### src/common/cpu_pkg.sv
`default_nettype none

package cpu_pkg;

	typedef logic [31:0] virt_t;
	typedef logic [4:0]  reg_addr_t;

	// one fetched word seen as R, I or J format
	typedef union packed {
		struct packed {
			logic [5:0] opcode;
			reg_addr_t  rs;
			reg_addr_t  rt;
			reg_addr_t  rd;
			logic [4:0] shamt;
			logic [5:0] funct;
		} r;
		struct packed {
			logic [5:0]  opcode;
			reg_addr_t   rs;
			reg_addr_t   rt;
			logic [15:0] imm16;
		} i;
		struct packed {
			logic [5:0]  opcode;
			logic [25:0] target26;
		} j;
	} instr_u;

	typedef enum logic [6:0] {
		// shifts
		OP_SLL, OP_SRL, OP_SRA,
		OP_SLLV, OP_SRLV, OP_SRAV,
		// register jump, conditional move, system
		OP_JALR,
		OP_MOVN, OP_MOVZ,
		OP_SYSCALL, OP_BREAK,
		// hi/lo
		OP_MFHI, OP_MTHI, OP_MFLO, OP_MTLO,
		OP_MULT, OP_MULTU, OP_DIV, OP_DIVU,
		// arithmetic and logic
		OP_ADD, OP_ADDU, OP_SUB, OP_SUBU,
		OP_AND, OP_OR, OP_XOR, OP_NOR,
		OP_SLT, OP_SLTU,
		// traps
		OP_TGE, OP_TGEU, OP_TLT, OP_TLTU,
		OP_TEQ, OP_TNE,
		// special2
		OP_MADD, OP_MADDU, OP_MSUB, OP_MSUBU,
		OP_MUL, OP_CLZ, OP_CLO,
		// branches
		OP_BLTZ, OP_BGEZ, OP_BLTZAL, OP_BGEZAL,
		OP_BEQ, OP_BNE, OP_BLEZ, OP_BGTZ,
		OP_LUI,
		// memory
		OP_LB, OP_LH, OP_LWL, OP_LW,
		OP_LBU, OP_LHU, OP_LWR,
		OP_SB, OP_SH, OP_SWL, OP_SW, OP_SWR,
		OP_CACHE,
		OP_LL, OP_SC,
		OP_JAL,
		// cop0
		OP_MFC0, OP_MTC0,
		OP_TLBR, OP_TLBWI, OP_TLBWR, OP_TLBP,
		OP_ERET,
		OP_INVALID
	} op_t;

	typedef enum logic [2:0] {
		CF_NONE,
		CF_BRANCH,
		CF_RETURN,
		CF_CALL,
		CF_JUMP
	} cf_t;

	typedef struct packed {
		reg_addr_t rs1;
		reg_addr_t rs2;
		reg_addr_t rd;
		op_t       op;
		logic      use_imm;
		logic      imm_signed;
		logic      is_load;
		logic      is_store;
		logic      is_priv;
		logic      is_nonrw_priv;  // tlb ops and eret
		logic      delayed_exec;
		logic      is_controlflow;
		cf_t       cf;
		virt_t     default_jump_i;  // branch target
		virt_t     default_jump_j;  // j/jal target
	} decoded_instr_t;

endpackage

`default_nettype wire

### src/common/decode_if.sv
`default_nettype none

interface decode_if;

	logic                    valid;
	cpu_pkg::decoded_instr_t rec;
	logic                    ready;

	modport source (
		output valid,
		output rec,
		input  ready
	);

	modport sink (
		input  valid,
		input  rec,
		output ready
	);

endinterface

`default_nettype wire

### src/decoder/decode_branch.sv
`default_nettype none

module decode_branch (
	input  cpu_pkg::instr_u instr,
	output logic            is_branch,
	output logic            is_jump_i,
	output logic            is_jump_r,
	output logic            is_call,
	output logic            is_return
);

	logic [5:0] opcode;
	logic [5:0] funct;
	logic       special;
	logic       regimm_branch;
	logic       regimm_link;

	assign opcode  = instr.r.opcode;
	assign funct   = instr.r.funct;
	assign special = opcode == 6'b000000;

	// bltz, bgez, bltzal, bgezal
	assign regimm_branch = opcode == 6'b000001 && instr.i.rt[3:1] == 3'b000;
	assign regimm_link   = regimm_branch && instr.i.rt[4];

	assign is_branch = opcode[5:2] == 4'b0001 || regimm_branch;
	assign is_jump_i = opcode[5:1] == 5'b00001;
	assign is_jump_r = special && funct[5:1] == 5'b00100;

	assign is_call = opcode == 6'b000011
		|| (special && funct == 6'b001001 && instr.r.rd == 5'd31)
		|| regimm_link;

	assign is_return = special && funct == 6'b001000 && instr.r.rs == 5'd31;  // jr $ra

endmodule

`default_nettype wire

### src/decoder/decoder.sv
`default_nettype none

module decoder #(
	parameter bit delayed_branch = 1'b1
) (
	input  cpu_pkg::virt_t  pc,
	input  cpu_pkg::instr_u instr,
	input  logic            in_valid,
	decode_if.source        dec
);

	logic [5:0]         opcode;
	logic [5:0]         funct;
	cpu_pkg::reg_addr_t rs;
	cpu_pkg::reg_addr_t rt;
	cpu_pkg::reg_addr_t rd;

	cpu_pkg::virt_t pc_plus4;
	cpu_pkg::virt_t jump_i;
	cpu_pkg::virt_t jump_j;

	logic is_branch;
	logic is_jump_i;
	logic is_jump_r;
	logic is_call;
	logic is_return;

	cpu_pkg::cf_t            cf;
	cpu_pkg::decoded_instr_t rec;

	assign opcode = instr.r.opcode;
	assign funct  = instr.r.funct;
	assign rs     = instr.r.rs;
	assign rt     = instr.r.rt;
	assign rd     = instr.r.rd;

	assign pc_plus4 = pc + 32'd4;
	assign jump_i   = pc_plus4 + {{14{instr.i.imm16[15]}}, instr.i.imm16, 2'b00};
	assign jump_j   = {pc_plus4[31:28], instr.j.target26, 2'b00};

	decode_branch u_branch (
		.instr     (instr),
		.is_branch (is_branch),
		.is_jump_i (is_jump_i),
		.is_jump_r (is_jump_r),
		.is_call   (is_call),
		.is_return (is_return)
	);

	always_comb begin
		if (is_branch)
			cf = cpu_pkg::CF_BRANCH;
		else if (is_return)
			cf = cpu_pkg::CF_RETURN;
		else if (is_call)
			cf = cpu_pkg::CF_CALL;
		else if (is_jump_i || is_jump_r)
			cf = cpu_pkg::CF_JUMP;
		else
			cf = cpu_pkg::CF_NONE;
	end

	always_comb begin
		rec                = '0;
		rec.op             = cpu_pkg::OP_SLL;
		rec.imm_signed     = 1'b1;
		rec.is_priv        = opcode == 6'b101111 || opcode == 6'b010000;  // cache, cop0
		rec.is_controlflow = is_branch | is_jump_i | is_jump_r;
		rec.cf             = cf;
		rec.default_jump_i = jump_i;
		rec.default_jump_j = jump_j;

		casez (opcode)
			6'b000000: begin  // special
				rec.rs1 = rs;
				rec.rs2 = rt;
				rec.rd  = rd;
				case (funct)
					6'b000000, 6'b000010, 6'b000011,
					6'b000100, 6'b000110, 6'b000111,
					6'b100001, 6'b100011,
					6'b100100, 6'b100101, 6'b100110, 6'b100111,
					6'b101010, 6'b101011:
						rec.delayed_exec = 1'b1;  // simple single-cycle alu ops
					default:
						rec.delayed_exec = 1'b0;
				endcase
				case (funct)
					6'b000000: rec.op = cpu_pkg::OP_SLL;
					6'b000010: rec.op = cpu_pkg::OP_SRL;
					6'b000011: rec.op = cpu_pkg::OP_SRA;
					6'b000100: rec.op = cpu_pkg::OP_SLLV;
					6'b000110: rec.op = cpu_pkg::OP_SRLV;
					6'b000111: rec.op = cpu_pkg::OP_SRAV;
					6'b001000: rec.op = cpu_pkg::OP_JALR;  // jr
					6'b001001: rec.op = cpu_pkg::OP_JALR;
					6'b001010: rec.op = cpu_pkg::OP_MOVZ;
					6'b001011: rec.op = cpu_pkg::OP_MOVN;
					6'b001100: rec.op = cpu_pkg::OP_SYSCALL;
					6'b001101: rec.op = cpu_pkg::OP_BREAK;
					6'b001111: rec.op = cpu_pkg::OP_SLL;  // sync as nop
					6'b010000: rec.op = cpu_pkg::OP_MFHI;
					6'b010001: rec.op = cpu_pkg::OP_MTHI;
					6'b010010: rec.op = cpu_pkg::OP_MFLO;
					6'b010011: rec.op = cpu_pkg::OP_MTLO;
					6'b011000: rec.op = cpu_pkg::OP_MULT;
					6'b011001: rec.op = cpu_pkg::OP_MULTU;
					6'b011010: rec.op = cpu_pkg::OP_DIV;
					6'b011011: rec.op = cpu_pkg::OP_DIVU;
					6'b100000: rec.op = cpu_pkg::OP_ADD;
					6'b100001: rec.op = cpu_pkg::OP_ADDU;
					6'b100010: rec.op = cpu_pkg::OP_SUB;
					6'b100011: rec.op = cpu_pkg::OP_SUBU;
					6'b100100: rec.op = cpu_pkg::OP_AND;
					6'b100101: rec.op = cpu_pkg::OP_OR;
					6'b100110: rec.op = cpu_pkg::OP_XOR;
					6'b100111: rec.op = cpu_pkg::OP_NOR;
					6'b101010: rec.op = cpu_pkg::OP_SLT;
					6'b101011: rec.op = cpu_pkg::OP_SLTU;
					6'b110000: rec.op = cpu_pkg::OP_TGE;
					6'b110001: rec.op = cpu_pkg::OP_TGEU;
					6'b110010: rec.op = cpu_pkg::OP_TLT;
					6'b110011: rec.op = cpu_pkg::OP_TLTU;
					6'b110100: rec.op = cpu_pkg::OP_TEQ;
					6'b110110: rec.op = cpu_pkg::OP_TNE;
					default:   rec.op = cpu_pkg::OP_INVALID;
				endcase
			end
			6'b011100: begin  // special2
				rec.rs1 = rs;
				rec.rs2 = rt;
				rec.rd  = rd;
				case (funct)
					6'b000000: rec.op = cpu_pkg::OP_MADD;
					6'b000001: rec.op = cpu_pkg::OP_MADDU;
					6'b000010: rec.op = cpu_pkg::OP_MUL;
					6'b000100: rec.op = cpu_pkg::OP_MSUB;
					6'b000101: rec.op = cpu_pkg::OP_MSUBU;
					6'b100000: rec.op = cpu_pkg::OP_CLZ;
					6'b100001: rec.op = cpu_pkg::OP_CLO;
					default:   rec.op = cpu_pkg::OP_INVALID;
				endcase
			end
			6'b000001: begin  // regimm
				rec.rs1          = rs;
				rec.rd           = (rt[4:1] == 4'b1000) ? 5'd31 : 5'd0;  // link variants
				rec.use_imm      = 1'b1;
				rec.delayed_exec = (rt[3:1] == 3'b000) & delayed_branch;
				case (rt)
					5'b00000: rec.op = cpu_pkg::OP_BLTZ;
					5'b00001: rec.op = cpu_pkg::OP_BGEZ;
					5'b10000: rec.op = cpu_pkg::OP_BLTZAL;
					5'b10001: rec.op = cpu_pkg::OP_BGEZAL;
					5'b01000: rec.op = cpu_pkg::OP_TGE;
					5'b01001: rec.op = cpu_pkg::OP_TGEU;
					5'b01010: rec.op = cpu_pkg::OP_TLT;
					5'b01011: rec.op = cpu_pkg::OP_TLTU;
					5'b01100: rec.op = cpu_pkg::OP_TEQ;
					5'b01110: rec.op = cpu_pkg::OP_TNE;
					default:  rec.op = cpu_pkg::OP_INVALID;
				endcase
			end
			6'b0001??: begin  // beq, bne, blez, bgtz
				rec.rs1          = rs;
				rec.rs2          = rt;
				rec.delayed_exec = delayed_branch;
				case (opcode[1:0])
					2'b00: rec.op = cpu_pkg::OP_BEQ;
					2'b01: rec.op = cpu_pkg::OP_BNE;
					2'b10: rec.op = cpu_pkg::OP_BLEZ;
					2'b11: rec.op = cpu_pkg::OP_BGTZ;
				endcase
			end
			6'b001???: begin  // alu with immediate
				rec.rs1          = rs;
				rec.rd           = rt;
				rec.use_imm      = 1'b1;
				rec.delayed_exec = opcode[2:0] != 3'b000;  // addi may trap
				rec.imm_signed   = ~opcode[2];  // logic ops zero-extend
				case (opcode[2:0])
					3'b000: rec.op = cpu_pkg::OP_ADD;
					3'b001: rec.op = cpu_pkg::OP_ADDU;
					3'b010: rec.op = cpu_pkg::OP_SLT;
					3'b011: rec.op = cpu_pkg::OP_SLTU;
					3'b100: rec.op = cpu_pkg::OP_AND;
					3'b101: rec.op = cpu_pkg::OP_OR;
					3'b110: rec.op = cpu_pkg::OP_XOR;
					3'b111: rec.op = cpu_pkg::OP_LUI;
				endcase
			end
			6'b100???: begin  // loads
				rec.rs1     = rs;
				rec.rs2     = (opcode[1:0] == 2'b10) ? rt : 5'd0;  // lwl/lwr merge into rt
				rec.rd      = rt;
				rec.is_load = 1'b1;
				case (opcode[2:0])
					3'b000: rec.op = cpu_pkg::OP_LB;
					3'b001: rec.op = cpu_pkg::OP_LH;
					3'b010: rec.op = cpu_pkg::OP_LWL;
					3'b011: rec.op = cpu_pkg::OP_LW;
					3'b100: rec.op = cpu_pkg::OP_LBU;
					3'b101: rec.op = cpu_pkg::OP_LHU;
					3'b110: rec.op = cpu_pkg::OP_LWR;
					3'b111: rec.op = cpu_pkg::OP_INVALID;
				endcase
			end
			6'b101???: begin  // stores and cache
				rec.rs1      = rs;
				rec.rs2      = rt;
				rec.is_store = 1'b1;
				case (opcode[2:0])
					3'b000:  rec.op = cpu_pkg::OP_SB;
					3'b001:  rec.op = cpu_pkg::OP_SH;
					3'b010:  rec.op = cpu_pkg::OP_SWL;
					3'b011:  rec.op = cpu_pkg::OP_SW;
					3'b110:  rec.op = cpu_pkg::OP_SWR;
					3'b111:  rec.op = cpu_pkg::OP_CACHE;
					default: rec.op = cpu_pkg::OP_INVALID;
				endcase
			end
			6'b110000: begin  // ll
				rec.rs1     = rs;
				rec.rd      = rt;
				rec.op      = cpu_pkg::OP_LL;
				rec.is_load = 1'b1;
			end
			6'b111000: begin  // sc writes success flag back to rt
				rec.rs1      = rs;
				rec.rs2      = rt;
				rec.rd       = rt;
				rec.op       = cpu_pkg::OP_SC;
				rec.is_store = 1'b1;
			end
			6'b110011: rec.op = cpu_pkg::OP_SLL;  // pref
			6'b00001?: begin  // j, jal
				rec.rd = {5{opcode[0]}};
				rec.op = cpu_pkg::OP_JAL;
			end
			6'b010000: begin  // cop0
				case (rs)
					5'b00000: begin
						rec.op = cpu_pkg::OP_MFC0;
						rec.rd = rt;
					end
					5'b00100: begin
						rec.op  = cpu_pkg::OP_MTC0;
						rec.rs1 = rt;
					end
					5'b10000: begin
						rec.is_nonrw_priv = 1'b1;
						case (funct)
							6'b000001: rec.op = cpu_pkg::OP_TLBR;
							6'b000010: rec.op = cpu_pkg::OP_TLBWI;
							6'b000110: rec.op = cpu_pkg::OP_TLBWR;
							6'b001000: rec.op = cpu_pkg::OP_TLBP;
							6'b011000: rec.op = cpu_pkg::OP_ERET;
							6'b100000: rec.op = cpu_pkg::OP_SLL;  // wait
							default:   rec.op = cpu_pkg::OP_INVALID;
						endcase
					end
					default: rec.op = cpu_pkg::OP_INVALID;
				endcase
			end
			default: rec.op = cpu_pkg::OP_INVALID;
		endcase
	end

	assign dec.valid = in_valid;
	assign dec.rec   = rec;

endmodule

`default_nettype wire

### src/hdl/decode_queue.sv
`default_nettype none

module decode_queue #(
	parameter int queue_depth = 2
) (
	input  logic                    clk,
	input  logic                    rst_n,
	decode_if.sink                  push,
	output logic                    pop_valid,
	input  logic                    pop_ready,
	output cpu_pkg::decoded_instr_t pop_rec
);

	localparam int ptr_w = $clog2(queue_depth);
	localparam int cnt_w = $clog2(queue_depth + 1);

	cpu_pkg::decoded_instr_t mem [queue_depth];

	logic [ptr_w-1:0] rd_ptr;
	logic [ptr_w-1:0] wr_ptr;
	logic [cnt_w-1:0] count;
	logic             full;
	logic             push_fire;
	logic             pop_fire;

	function automatic logic [ptr_w-1:0] next_ptr(input logic [ptr_w-1:0] p);
		return (p == ptr_w'(queue_depth - 1)) ? '0 : p + 1'b1;
	endfunction

	assign full       = count == cnt_w'(queue_depth);
	assign pop_valid  = count != '0;
	assign pop_fire   = pop_valid && pop_ready;
	assign push.ready = !full || pop_fire;  // a full queue still takes one on a pop
	assign push_fire  = push.valid && push.ready;
	assign pop_rec    = mem[rd_ptr];

	always_ff @(posedge clk) begin
		if (push_fire)
			mem[wr_ptr] <= push.rec;
	end

	always_ff @(posedge clk or negedge rst_n) begin
		if (!rst_n) begin
			rd_ptr <= '0;
			wr_ptr <= '0;
			count  <= '0;
		end else begin
			if (push_fire)
				wr_ptr <= next_ptr(wr_ptr);
			if (pop_fire)
				rd_ptr <= next_ptr(rd_ptr);
			count <= count + cnt_w'(push_fire) - cnt_w'(pop_fire);
		end
	end

	a_no_overflow: assert property (@(posedge clk) disable iff (!rst_n)
		push.valid && full && !pop_ready |=> full && $stable(wr_ptr))
		else $error("write into full queue without a pop");

	a_head_stable: assert property (@(posedge clk) disable iff (!rst_n)
		pop_valid && !pop_ready |=> pop_valid && $stable(pop_rec))
		else $error("head record changed while stalled");

	a_count_range: assert property (@(posedge clk) disable iff (!rst_n)
		count <= cnt_w'(queue_depth))
		else $error("queue count above depth");

endmodule

`default_nettype wire

### src/hdl/decode_stage.sv
`default_nettype none

module decode_stage #(
	parameter bit delayed_branch = 1'b1,
	parameter int queue_depth    = 2
) (
	input  logic                 clk,
	input  logic                 rst_n,
	input  logic                 in_valid,
	output logic                 in_ready,
	input  cpu_pkg::virt_t       in_pc,
	input  logic [31:0]          in_instr,
	output logic                 out_valid,
	input  logic                 out_ready,
	output cpu_pkg::op_t         out_op,
	output cpu_pkg::reg_addr_t   out_rs1,
	output cpu_pkg::reg_addr_t   out_rs2,
	output cpu_pkg::reg_addr_t   out_rd,
	output logic                 out_use_imm,
	output logic                 out_imm_signed,
	output logic                 out_is_load,
	output logic                 out_is_store,
	output logic                 out_is_priv,
	output logic                 out_is_nonrw_priv,
	output logic                 out_delayed_exec,
	output logic                 out_is_controlflow,
	output cpu_pkg::cf_t         out_cf,
	output cpu_pkg::virt_t       out_jump_i,
	output cpu_pkg::virt_t       out_jump_j
);

	decode_if dec_bus ();

	cpu_pkg::decoded_instr_t head;

	decoder #(
		.delayed_branch (delayed_branch)
	) u_decoder (
		.pc       (in_pc),
		.instr    (in_instr),
		.in_valid (in_valid),
		.dec      (dec_bus.source)
	);

	decode_queue #(
		.queue_depth (queue_depth)
	) u_queue (
		.clk       (clk),
		.rst_n     (rst_n),
		.push      (dec_bus.sink),
		.pop_valid (out_valid),
		.pop_ready (out_ready),
		.pop_rec   (head)
	);

	assign in_ready = dec_bus.ready;

	assign out_op             = head.op;
	assign out_rs1            = head.rs1;
	assign out_rs2            = head.rs2;
	assign out_rd             = head.rd;
	assign out_use_imm        = head.use_imm;
	assign out_imm_signed     = head.imm_signed;
	assign out_is_load        = head.is_load;
	assign out_is_store       = head.is_store;
	assign out_is_priv        = head.is_priv;
	assign out_is_nonrw_priv  = head.is_nonrw_priv;
	assign out_delayed_exec   = head.delayed_exec;
	assign out_is_controlflow = head.is_controlflow;
	assign out_cf             = head.cf;
	assign out_jump_i         = head.default_jump_i;
	assign out_jump_j         = head.default_jump_j;

endmodule

`default_nettype wire

### config.mk
export PLATFORM = sky130hd
export DESIGN_NAME = decode_stage
export DESIGN_NICKNAME = d
export VERILOG_FILES = /design/src/common/cpu_pkg.sv /design/src/common/decode_if.sv /design/src/decoder/decode_branch.sv /design/src/decoder/decoder.sv /design/src/hdl/decode_queue.sv /design/src/hdl/decode_stage.sv
export SDC_FILE = /design/constraint.sdc
export NUM_CORES = 1
export LEC_CHECK = 0
export BUFFER_PORTS_ARGS = -buffer_cell sky130_fd_sc_hd__buf_4
export CORE_ASPECT_RATIO = 1.2
export CORE_MARGIN = 8
export CORE_UTILIZATION = 45
export CTS_CLUSTER_DIAMETER = 120
export CTS_CLUSTER_SIZE = 14
export DETAILED_ROUTE_END_ITERATION = 10
export HOLD_SLACK_MARGIN = 0.06
export PLACE_DENSITY = 0.68
export SETUP_SLACK_MARGIN = 0.15
export SLEW_MARGIN = 25
export SYNTH_ARGS = -nofsm -noshare
export SYNTH_HDL_FRONTEND = slang
export SYNTH_SLANG_ARGS = --single-unit
### constraint.sdc
create_clock -name clk -period 5.3 [get_ports clk]
set_input_delay 1.06 -clock clk [delete_from_list [all_inputs] [get_ports clk]]
set_output_delay 1.06 -clock clk [all_outputs]
set_load 0.02 [all_outputs]
==> results_tabular.tex, run 1 <==
\begin{tabular}{lr}
\hline
Metric & Value \\
\hline
\multicolumn{2}{l}{\textbf{Run status}} \\
\quad Status & completed \\
\multicolumn{2}{l}{\textbf{Job}} \\
\quad Count of maximum capacitance violations & 0 \\
\multicolumn{2}{l}{\textbf{Clock tree}} \\
\quad Max Buffers Root-to-Sink & 2 \\
\quad Root Driver & sky130\_fd\_sc\_hd\_\_clkbuf\_16 \\
\quad Insertion delay to the later sink of the worst-skew pair & 0.43 ns \\
\quad Clock tree sinks & 194 \\
\quad CTS tree & built \\
\quad Postcts setup bufs & 0 \\
\quad Post-CTS sizing & 0 \\
\quad H-tree level count & 4 \\
\quad Count of hold-fix buffers inserted at cts & 0 \\
\quad Clock buffer count from CTS & 17 \\
\quad Clock transition time at the flip-flop clock pins of the worst setup and hold paths & 0.07 ns \\
\multicolumn{2}{l}{\textbf{Layout}} \\
\quad Multi-input logic area & 5040 sq um \\
\quad Net count of the finished layout & 1215 \\
\quad Leading cell type in the layout, fill and taps excluded & sky130\_fd\_sc\_hd\_\_edfxtp\_1 \\
\quad Number of cells in the finished layout apart from fillers & 1433 \\
\quad Fraction of final layout cells with drive strength greater than 1 & 0.284 \\
\quad Final instance area & 13200 sq um \\
\quad Growth of design area from synthesis to finish & 18.8\% \\
\quad Filler instances & 2164 \\
\quad Most frequent cells in the layout & 190 x sky130\_fd\_sc\_hd\_\_edfxtp\_1, 170 x sky130\_fd\_sc\_hd\_\_buf\_4, 96 x sky130\_fd\_sc\_hd\_\_mux2\_2, 74 x sky130\_fd\_sc\_hd\_\_nor2\_1, 63 x sky130\_fd\_sc\_hd\_\_nand2\_1 \\
\quad Core Util, Final & 0.538 \\
\quad Register area & 5810 sq um \\
\quad Number of antenna diodes & 0 \\
\multicolumn{2}{l}{\textbf{Die}} \\
\quad Initial standard-cell utilization of the core & 0.453 \\
\quad Die width & 159 um \\
\quad Number of ports placed on the die boundary & 167 \\
\quad Area of the placeable core & 24500 sq um \\
\quad Die area & 30000 sq um \\
\quad Placement row count & 63 \\
\quad Die height & 188 um \\
\multicolumn{2}{l}{\textbf{STA}} \\
\quad TNS Setup & 0 ns \\
\quad Share of the clock period used by the worst path after layout & 0.763 \\
\quad Number of endpoints failing setup at the final stage & 0 \\
\quad Worst-Margin Slew & 0.990 ns \\
\quad Setup repair after global routing missed its margin & false \\
\quad Upper clock frequency limit & 247 MHz \\
\quad Number of pins with negative max-slew slack in the final report & 0 \\
\quad Final worst hold slack & 0.412 ns \\
\quad Post-layout minimum cycle time & 4.04 ns \\
\quad Crit path setup slack, layout & 1.26 ns \\
\quad Worst-case clock skew & 0.00790 ns \\
\quad Max-slew headroom at the worst pin & 0.340 \\
\quad Final count of hold timing violations & 0 \\
\multicolumn{2}{l}{\textbf{Logic synthesis}} \\
\quad Warnings, synthesis & 0 \\
\quad Yosys cell types & 69 \\
\quad Sequential-to-total area share from yosys stat & 0.523 \\
\quad Post-synthesis area per instance & 11.7 sq um \\
\quad Number of register bits inferred by synthesis & 194 \\
\quad Syn Inst Count & 950 \\
\quad Fraction of registers with async set or reset after synthesis & 0.0206 \\
\quad Synth Flop Type & sky130\_fd\_sc\_hd\_\_edfxtp\_1 \\
\quad Post-synth EDFFs & 190 \\
\quad Cell area after technology mapping & 11100 sq um \\
\multicolumn{2}{l}{\textbf{Place}} \\
\quad Cell Area, Placed & 12600 sq um \\
\quad Hpwl dp & 20500 um \\
\quad Placer Congestion & 0.913 \\
\quad Post-Place Cells & 1401 \\
\quad Buffers added on ports & 164 \\
\quad Pre-CTS WS & 0.833 ns \\
\multicolumn{2}{l}{\textbf{Setup path}} \\
\quad CP Launch Type & primary input \\
\quad Critical Path RT & 5.47 ns \\
\quad Crit end category & flop \\
\quad Depth of the most critical reg-to-reg path & 3 \\
\quad Capture point of the worst reg-to-reg path & u\_queue.mem[1][3] \\
\quad CP Data Arrival Time & 4.21 ns \\
\quad RR Startpoint & u\_queue.count[1] \\
\quad Top fanout value on the critical path & 7 \\
\quad Critical path type & in2reg \\
\quad Setup slack of the most critical reg-to-reg path & 3.15 ns \\
\multicolumn{2}{l}{\textbf{Detailed routing}} \\
\quad Detail-routed via count per cell & 5.64 \\
\quad Via count & 8076 \\
\quad Initial DRC Count & 560 \\
\quad Drt pass-1 iters & 5 \\
\quad Total routed wirelength & 28200 um \\
\quad Residual DRC count & 0 \\
\quad Remaining number of nets flagged by the antenna check after routing & 0 \\
\quad Average wire per standard cell & 19.7 um \\
\multicolumn{2}{l}{\textbf{Hold path}} \\
\quad Type of the worst min-delay path & in2async \\
\multicolumn{2}{l}{\textbf{GRT}} \\
\quad Congestion Overflow GR & 0 \\
\quad Global-route wire length before repair & 43300 um \\
\quad Antenna violations before repair & 0 \\
\quad Vias in the first global route & 7865 \\
\quad Maximum number of pins on one net before global-route repair & 69 \\
\quad Aggregate global-route resource usage & 0.183 \\
\multicolumn{2}{l}{\textbf{Power and ir drop}} \\
\quad Pleak & 5.03 nW \\
\quad Ratio of total power to cell area & 435 nW/um\^{}2 \\
\quad Design Power & 5.73 mW \\
\quad Maximum resistive drop on vdd & 0.000230 V \\
\hline
\end{tabular}
## cells in the mapped netlist, types with 3 or more instances
| cell | instances | area (sq um) |
|---|---|---|
| sky130_fd_sc_hd__edfxtp_1 | 190 | 5710 |
| sky130_fd_sc_hd__mux2_2 | 96 | 1080 |
| sky130_fd_sc_hd__nor2_1 | 75 | 282 |
| sky130_fd_sc_hd__nand2_1 | 63 | 236 |
| sky130_fd_sc_hd__a21oi_1 | 58 | 290 |
| sky130_fd_sc_hd__ha_1 | 51 | 638 |
| sky130_fd_sc_hd__o21ai_0 | 44 | 220 |
| sky130_fd_sc_hd__xnor2_1 | 35 | 307 |
| sky130_fd_sc_hd__clkbuf_1 | 30 | 113 |
| sky130_fd_sc_hd__nand3_1 | 30 | 150 |
| sky130_fd_sc_hd__inv_1 | 26 | 97.6 |
| sky130_fd_sc_hd__xor2_1 | 23 | 201 |
| sky130_fd_sc_hd__a31oi_1 | 14 | 87.6 |
| sky130_fd_sc_hd__nand4_1 | 13 | 81.3 |
| sky130_fd_sc_hd__nor3_1 | 13 | 65.1 |
| sky130_fd_sc_hd__a21o_1 | 12 | 90.1 |
| sky130_fd_sc_hd__buf_1 | 12 | 45.0 |
| sky130_fd_sc_hd__and2_1 | 11 | 68.8 |
| sky130_fd_sc_hd__o21a_1 | 11 | 82.6 |
| sky130_fd_sc_hd__a211oi_1 | 10 | 75.1 |
| sky130_fd_sc_hd__and3_1 | 10 | 62.6 |
| sky130_fd_sc_hd__nor2b_1 | 10 | 62.6 |
| sky130_fd_sc_hd__o31ai_1 | 10 | 75.1 |
| sky130_fd_sc_hd__a22o_1 | 8 | 70.1 |
| sky130_fd_sc_hd__nand2b_1 | 8 | 50.1 |
| sky130_fd_sc_hd__a221o_1 | 5 | 50.1 |
| sky130_fd_sc_hd__a221oi_1 | 5 | 43.8 |
| sky130_fd_sc_hd__o22ai_1 | 5 | 31.3 |
| sky130_fd_sc_hd__a32oi_1 | 4 | 35.0 |
| sky130_fd_sc_hd__dfrtp_1 | 4 | 100 |
| sky130_fd_sc_hd__mux2i_1 | 4 | 40.0 |
| sky130_fd_sc_hd__o2111ai_1 | 4 | 35.0 |
| sky130_fd_sc_hd__a211o_1 | 3 | 26.3 |
| sky130_fd_sc_hd__o211ai_1 | 3 | 22.5 |
| sky130_fd_sc_hd__o21ai_1 | 3 | 15.0 |
| sky130_fd_sc_hd__o21bai_1 | 3 | 22.5 |
| sky130_fd_sc_hd__or2_2 | 3 | 18.8 |
## per-layer routing
layer,global-route usage,part of all wire
met5,0,0
met1,0.217,0.42
met3,0.0382,0.049
met2,0.327,0.52
met4,0.0560,0.017
## critical path: stages
cell and delay, ns:
sky130_fd_sc_hd__buf_4 0.10, sky130_fd_sc_hd__and3_2 0.23, sky130_fd_sc_hd__and4_1 0.31, sky130_fd_sc_hd__nor2b_1 0.33, sky130_fd_sc_hd__nand2_1 0.16, sky130_fd_sc_hd__or2_2 0.35, sky130_fd_sc_hd__nor2_1 0.12, sky130_fd_sc_hd__xor2_1 0.17
sky130_fd_sc_hd__ha_1 0.33, sky130_fd_sc_hd__a21oi_1 0.16, sky130_fd_sc_hd__o21ai_0 0.14, sky130_fd_sc_hd__a31oi_1 0.16, sky130_fd_sc_hd__o21ai_0 0.09, sky130_fd_sc_hd__a31o_2 0.22, sky130_fd_sc_hd__a21oi_1 0.17, sky130_fd_sc_hd__xnor2_1 0.11
## worst max-delay path by stage
stage / endpoint / start / slack, ns
floorplan: u_queue.mem[0][0] / out_ready / 0.94
global route: u_queue.mem[1][61] / in_pc[5] / 1.06
global placement: u_queue.mem[0][61] / in_pc[5] / 0.88
detailed placement: u_queue.mem[1][61] / in_pc[5] / 0.83
finish: u_queue.mem[1][61] / in_pc[5] / 1.26
CTS: u_queue.mem[1][61] / in_pc[5] / 1.28
## power breakdown
part	switching, mW	leakage, nW	total (mW)	internal, mW
sequential	0.164	1.83	2.29	2.12
combinational	1.25	2.92	2.22	0.970
clock	0.553	0.271	1.23	0.676
## flip-flops by register name, summed over array words and instances (netlist names)
name and cells:
u_queue.wr_ptr 1, u_queue.count 2, u_queue.rd_ptr 1, u_queue.mem 190
## cell families (layout without fill, tap and decap cells)
kind of cell / after synthesis / count (layout) / synth area share
DFF: 194 / 194 / 0.523
xor gates and xnor gates: 59 / 59 / 0.0472
buffers and inverters: 71 / 228 / 0.0248
muxes: 101 / 101 / 0.103
and+or+nand+nor: 255 / 255 / 0.114
other: 1 / 2 / 0.000338
AOI/OAI and AO/OA: 217 / 217 / 0.129
adders and majority gates: 52 / 52 / 0.0593
## final cells by class
| class | count | area share |
|---|---|---|
| flip-flops and latches | 194 | 0.440 |
| multi-input cells | 686 | 0.382 |
| repair buffers | 170 | 0.0967 |
| clock buffers | 21 | 0.0349 |
| well taps | 325 | 0.0308 |
| clock inverters | 11 | 0.00797 |
| inverters | 26 | 0.00740 |
(Power assumes the default switching activity.)
==> run 2, diff against run 1 <==
--- a/config.mk
+++ b/config.mk
@@ -5,6 +5,7 @@
 export SDC_FILE = /design/constraint.sdc
 export NUM_CORES = 1
 export LEC_CHECK = 0
+export ABC_AREA = 1
 export BUFFER_PORTS_ARGS = -buffer_cell sky130_fd_sc_hd__buf_4
 export CORE_ASPECT_RATIO = 1.2
 export CORE_MARGIN = 8
==> constraint.sdc (replaced) <==
create_clock -name clk -period 3.69 [get_ports clk]
set_input_delay 0.738 -clock clk [delete_from_list [all_inputs] [get_ports clk]]
set_output_delay 0.738 -clock clk [all_outputs]
set_load 0.02 [all_outputs]
==> run 2 against run 1 <==
Register-to-register slack got worse by 1.7 ns. Sequential power rose by 42%. Non-clock buffer count rose by 3. Area after synthesis rose by 6.6%. Critical endpoint is now u_queue.mem[0][58].
==> results_tabular.tex, run 2 <==
\begin{tabular}{lr}
\hline
Metric & Value \\
\hline
\multicolumn{2}{l}{\textbf{STA}} \\
\quad Max-slew headroom at the worst pin & 0.524 (was 0.340) \\
\quad Upper clock frequency limit & 312 MHz \\
\quad Worst-case clock skew & 0.0140 ns (was 0.00790 ns) \\
\quad Worst-Margin Slew & 0.713 ns (was 0.990 ns) \\
\quad Share of the clock period used by the worst path after layout & 0.869 \\
\quad Post-layout minimum cycle time & 3.21 ns \\
\quad Setup repair after global routing missed its margin & false (unchanged) \\
\quad Number of endpoints failing setup at the final stage & 0 (unchanged) \\
\quad Final count of hold timing violations & 0 (unchanged) \\
\quad Number of pins with negative max-slew slack in the final report & 0 (unchanged) \\
\multicolumn{2}{l}{\textbf{Logic synthesis}} \\
\quad Adder-Cell Fraction of Synth Area & 0.0556 (was 0.0593) \\
\quad Fraction of synthesized area in multiplexers & 0 (was 0.103) \\
\quad Post-synth EDFFs & 190 (unchanged) \\
\quad Top cell type by total area after synthesis & sky130\_fd\_sc\_hd\_\_edfxtp\_1 (unchanged) \\
\quad Yosys cell types & 44 (was 69) \\
\quad Most numerous cell in the Yosys netlist & sky130\_fd\_sc\_hd\_\_nand2\_1 (was sky130\_fd\_sc\_hd\_\_edfxtp\_1) \\
\quad Cell types occupying the most area after synthesis & sky130\_fd\_sc\_hd\_\_edfxtp\_1 48\%, sky130\_fd\_sc\_hd\_\_nand2\_1 19\%, sky130\_fd\_sc\_hd\_\_ha\_1 5.4\% (was sky130\_fd\_sc\_hd\_\_edfxtp\_1 51\%, sky130\_fd\_sc\_hd\_\_mux2\_2 9.7\%, sky130\_fd\_sc\_hd\_\_ha\_1 5.7\%) \\
\quad Simple-Gate Fraction of Synth Area & 0.316 (was 0.114) \\
\quad Fraction of registers with async set or reset after synthesis & 0.0206 (unchanged) \\
\quad Compound-Gate Fraction of Synth Area & 0.0467 (was 0.129) \\
\quad Synth top area share & 0.482 (was 0.514) \\
\quad Warnings, synthesis & 0 (unchanged) \\
\quad Synth Flop Type & sky130\_fd\_sc\_hd\_\_edfxtp\_1 (unchanged) \\
\quad Top cell types by occurrence after synthesis & 603 x sky130\_fd\_sc\_hd\_\_nand2\_1, 190 x sky130\_fd\_sc\_hd\_\_edfxtp\_1, 129 x sky130\_fd\_sc\_hd\_\_inv\_1 (was 190 x sky130\_fd\_sc\_hd\_\_edfxtp\_1, 96 x sky130\_fd\_sc\_hd\_\_mux2\_2, 75 x sky130\_fd\_sc\_hd\_\_nor2\_1) \\
\quad Post-synthesis area per instance & 8.11 sq um (was 11.7 sq um) \\
\quad Main combinational cell family by area after synthesis & simple AND/OR/NAND/NOR gates (was compound AO/OA/AOI/OAI gates) \\
\quad Fraction of synthesized cell area in xor and xnor cells & 0.0340 (was 0.0472) \\
\quad Cell area after technology mapping & 11800 sq um (was 11100 sq um) \\
\quad Syn Inst Count & 1459 (was 950) \\
\quad Number of register bits inferred by synthesis & 194 (unchanged) \\
\quad Sequential-to-total area share from yosys stat & 0.490 (was 0.523) \\
\multicolumn{2}{l}{\textbf{Setup path}} \\
\quad Critical Path RT & 3.88 ns (was 5.47 ns) \\
\quad Critical path type & in2reg (unchanged) \\
\quad Top fanout value on the critical path & 7 (unchanged) \\
\quad Crit end category & flop (unchanged) \\
\quad Critical-path top delay cell & sky130\_fd\_sc\_hd\_\_ha\_1 (was sky130\_fd\_sc\_hd\_\_or2\_2) \\
\quad Cell repeated most along the worst path & sky130\_fd\_sc\_hd\_\_nand2\_1 \\
\quad CP peak stage delay & 0.46 ns (was 0.35 ns) \\
\quad Ordered cell list for the critical path & buf\_4, ha\_1, nand3\_1, nor2\_1, nand4\_1, xor2\_1, inv\_1, ha\_1, nand2\_1, nor2\_1, nand2\_1, nor3\_1, nand2\_1, nand4\_1, nand2\_1 (was buf\_4, and3\_2, and4\_1, nor2b\_1, nand2\_1, or2\_2, nor2\_1, xor2\_1, ha\_1, a21oi\_1, o21ai\_0, a31oi\_1, o21ai\_0, a31o\_2, a21oi\_1, xnor2\_1) \\
\quad CP Data Arrival Time & 3.40 ns (was 4.21 ns) \\
\quad CP Launch Type & primary input (unchanged) \\
\multicolumn{2}{l}{\textbf{Die}} \\
\quad Die area & 31800 sq um (was 30000 sq um) \\
\quad Die height & 194 um (was 188 um) \\
\quad Initial standard-cell utilization of the core & 0.453 (about the same) \\
\quad Die width & 164 um (was 159 um) \\
\quad Placement row count & 65 (was 63) \\
\quad Number of ports placed on the die boundary & 167 (unchanged) \\
\quad Area of the placeable core & 26100 sq um (was 24500 sq um) \\
\multicolumn{2}{l}{\textbf{Hold path}} \\
\quad Type of the worst min-delay path & in2reg (was in2async) \\
\multicolumn{2}{l}{\textbf{Clock tree}} \\
\quad Clock buffer count from CTS & 17 (unchanged) \\
\quad CTS tree & built (unchanged) \\
\quad Clock tree sinks & 194 (unchanged) \\
\quad Postcts setup bufs & 0 (unchanged) \\
\quad Root Driver & sky130\_fd\_sc\_hd\_\_clkbuf\_16 (unchanged) \\
\quad Count of hold-fix buffers inserted at cts & 1 (was 0) \\
\quad Post-CTS sizing & 0 (unchanged) \\
\quad Max Buffers Root-to-Sink & 2 (unchanged) \\
\quad H-tree level count & 4 (unchanged) \\
\quad Insertion delay to the later sink of the worst-skew pair & 0.45 ns (was 0.43 ns) \\
\quad Clock transition time at the flip-flop clock pins of the worst setup and hold paths & 0.08 ns (was 0.07 ns) \\
\multicolumn{2}{l}{\textbf{Layout}} \\
\quad Most frequent cells in the layout & 603 x sky130\_fd\_sc\_hd\_\_nand2\_1, 190 x sky130\_fd\_sc\_hd\_\_edfxtp\_1, 171 x sky130\_fd\_sc\_hd\_\_buf\_4, 129 x sky130\_fd\_sc\_hd\_\_inv\_1, 124 x sky130\_fd\_sc\_hd\_\_nor2\_1 (was 190 x sky130\_fd\_sc\_hd\_\_edfxtp\_1, 170 x sky130\_fd\_sc\_hd\_\_buf\_4, 96 x sky130\_fd\_sc\_hd\_\_mux2\_2, 74 x sky130\_fd\_sc\_hd\_\_nor2\_1, 63 x sky130\_fd\_sc\_hd\_\_nand2\_1) \\
\quad Final instance area & 14000 sq um (was 13200 sq um) \\
\quad Largest registers ranked by flip-flop count & u\_queue.mem (190), u\_queue.count (2) (unchanged) \\
\quad Growth of design area from synthesis to finish & 18.5\% (was 18.8\%) \\
\quad Number of cells in the finished layout apart from fillers & 1966 (was 1433) \\
\quad Net count of the finished layout & 1739 (was 1215) \\
\quad Leading cell type in the layout, fill and taps excluded & sky130\_fd\_sc\_hd\_\_nand2\_1 (was sky130\_fd\_sc\_hd\_\_edfxtp\_1) \\
\quad Number of antenna diodes & 0 (unchanged) \\
\quad Register area & 5810 sq um (unchanged) \\
\quad Fraction of final layout cells with drive strength greater than 1 & 0.149 (was 0.284) \\
\quad Register with the most flip-flops & u\_queue.mem (unchanged) \\
\quad Filler instances & 2487 (was 2164) \\
\quad Flip-flop count of the largest register, all copies and words added & 190 (unchanged) \\
\quad Multi-input logic area & 5370 sq um (was 5040 sq um) \\
\multicolumn{2}{l}{\textbf{Detailed routing}} \\
\quad Average wire per standard cell & 16.9 um (was 19.7 um) \\
\quad Remaining number of nets flagged by the antenna check after routing & 0 (unchanged) \\
\quad Residual DRC count & 0 (unchanged) \\
\quad Via count & 10117 (was 8076) \\
\quad Drt pass-1 iters & 5 (unchanged) \\
\quad Total routed wirelength & 33300 um (was 28200 um) \\
\quad Detail-routed via count per cell & 5.15 (was 5.64) \\
\quad Initial DRC Count & 587 (was 560) \\
\multicolumn{2}{l}{\textbf{Job}} \\
\quad Count of maximum capacitance violations & 0 (unchanged) \\
\multicolumn{2}{l}{\textbf{Power and ir drop}} \\
\quad Relative contribution of the clock network to total power & 0.207 (was 0.214) \\
\quad Maximum resistive drop on vdd & 0.000394 V (was 0.000230 V) \\
\quad Design Power & 8.78 mW (was 5.73 mW) \\
\quad Portion of total power attributed to sequential cells & 0.371 (was 0.399) \\
\quad Sw frac & 0.404 (was 0.343) \\
\quad Power spent charging and discharging nets & 3.55 mW (was 1.97 mW) \\
\quad Internal power & 5.23 mW (was 3.77 mW) \\
\quad Ratio of total power to cell area & 626 nW/um\^{}2 (was 435 nW/um\^{}2) \\
\quad Comb power frac & 0.422 (was 0.387) \\
\quad Pleak & 6.55 nW (was 5.03 nW) \\
\multicolumn{2}{l}{\textbf{Place}} \\
\quad Post-Place Cells & 1934 (was 1401) \\
\quad Hpwl dp & 25600 um (was 20500 um) \\
\quad Cell Area, Placed & 13400 sq um (was 12600 sq um) \\
\quad Placer Congestion & 0.970 (was 0.913) \\
\quad Buffers added on ports & 164 (unchanged) \\
\multicolumn{2}{l}{\textbf{GRT}} \\
\quad Maximum number of pins on one net before global-route repair & 85 (was 69) \\
\quad Aggregate global-route resource usage & 0.212 (was 0.183) \\
\quad Vias in the first global route & 9977 (was 7865) \\
\quad Antenna violations before repair & 0 (unchanged) \\
\quad Global-route wire length before repair & 52700 um (was 43300 um) \\
\quad Congestion Overflow GR & 0 (unchanged) \\
\multicolumn{2}{l}{\textbf{Run status}} \\
\quad Status & completed (unchanged) \\
\hline
\end{tabular}
run 2: cell types whose count changed in the layout (fill, tap and decap cells not counted), sizes merged, moves of 11 or more:
cell and change:
a21o -11, a21oi -17, a31oi -12, and3 -12, inv +115, mux2 -96
nand2 +546, nand3 +51, nand4 +17, nor2 +61, o21ai -17, xnor2 -19
run 2: worst max-delay path, delay by kind of cell:
| family | cells | cell delay, ns |
|---|---|---|
| adders and majority gates | 2 | 0.65 |
| and+or+nand+nor | 10 | 1.63 |
| xor gates and xnor gates | 1 | 0.20 |
| buffers and inverters | 2 | 0.16 |
run 2: cell type report:
class	instances	share of cell area
clock inverter	14	0.0119
clock buffer	17	0.0303
timing repair buffer	173	0.0937
tap	335	0.0299
sequential	194	0.414
multi-input combinational	1095	0.383
inverter	138	0.0369
run 2: metal layers:
metal  part of all wire  up-vias  wire length [um]  track usage
met2               0.50      303             16600        0.363
li1                   -     5092                 -            -
met3              0.052       67              1740       0.0338
met1               0.41     4655             13700        0.253
met4              0.038        0              1260        0.101
met5                  0        -                 0            0
run 2: metrics by stage:
step | util | setup slack, ns | hold WS [ns] | setup TNS, ns
4_1_cts | 0.537 | 0.555 | 0.449 | 0
5_1_grt | 0.537 | 0.261 | 0.453 | 0
3_3_place_gp | 0.514 | 0.0990 | 0.538 | 0
3_5_place_dp | 0.514 | 0.0783 | 0.539 | 0
6_report | 0.537 | 0.482 | 0.470 | 0
2_1_floorplan | - | -0.422 | 0.442 | -78.66
run 2: path summary, 6_finish.rpt:
check                                 startpoint                 end  slack (ns)  cells after the start
worst max-delay path                    in_pc[3]  u_queue.mem[0][58]        0.48                     15
worst min-delay path                    in_pc[0]  u_queue.mem[0][30]        0.47                      1
worst max register to register  u_queue.count[1]  u_queue.mem[0][34]        1.47                      6
worst min register to register    u_queue.wr_ptr      u_queue.wr_ptr        0.59                      2
max in group asynchronous                  rst_n      u_queue.rd_ptr        2.96                      2
min in group asynchronous                  rst_n      u_queue.wr_ptr        0.61                      2
run 2: kinds of logic (layout without fill, tap and decap cells):
family,Yosys count,after routing
xor gates and xnor gates,46,46
and+or+nand+nor,898,898
adders and majority gates,52,52
AOI/OAI and AO/OA,97,97
other,1,2
buffers and inverters,171,342
DFF,194,194
run 2: power by group through the flow:
stage | clock network, mW | logic, mW | registers [mW]
6_report | 1.81 | 3.70 | 3.26
5_1_grt | 1.94 | 4.05 | 3.31
4_1_cts | 1.86 | 3.78 | 3.26
3_5_place_dp | 0 | 3.77 | 3.31
3_3_place_gp | 0 | 3.75 | 3.30
2_1_floorplan | 0 | 2.21 | 3.25
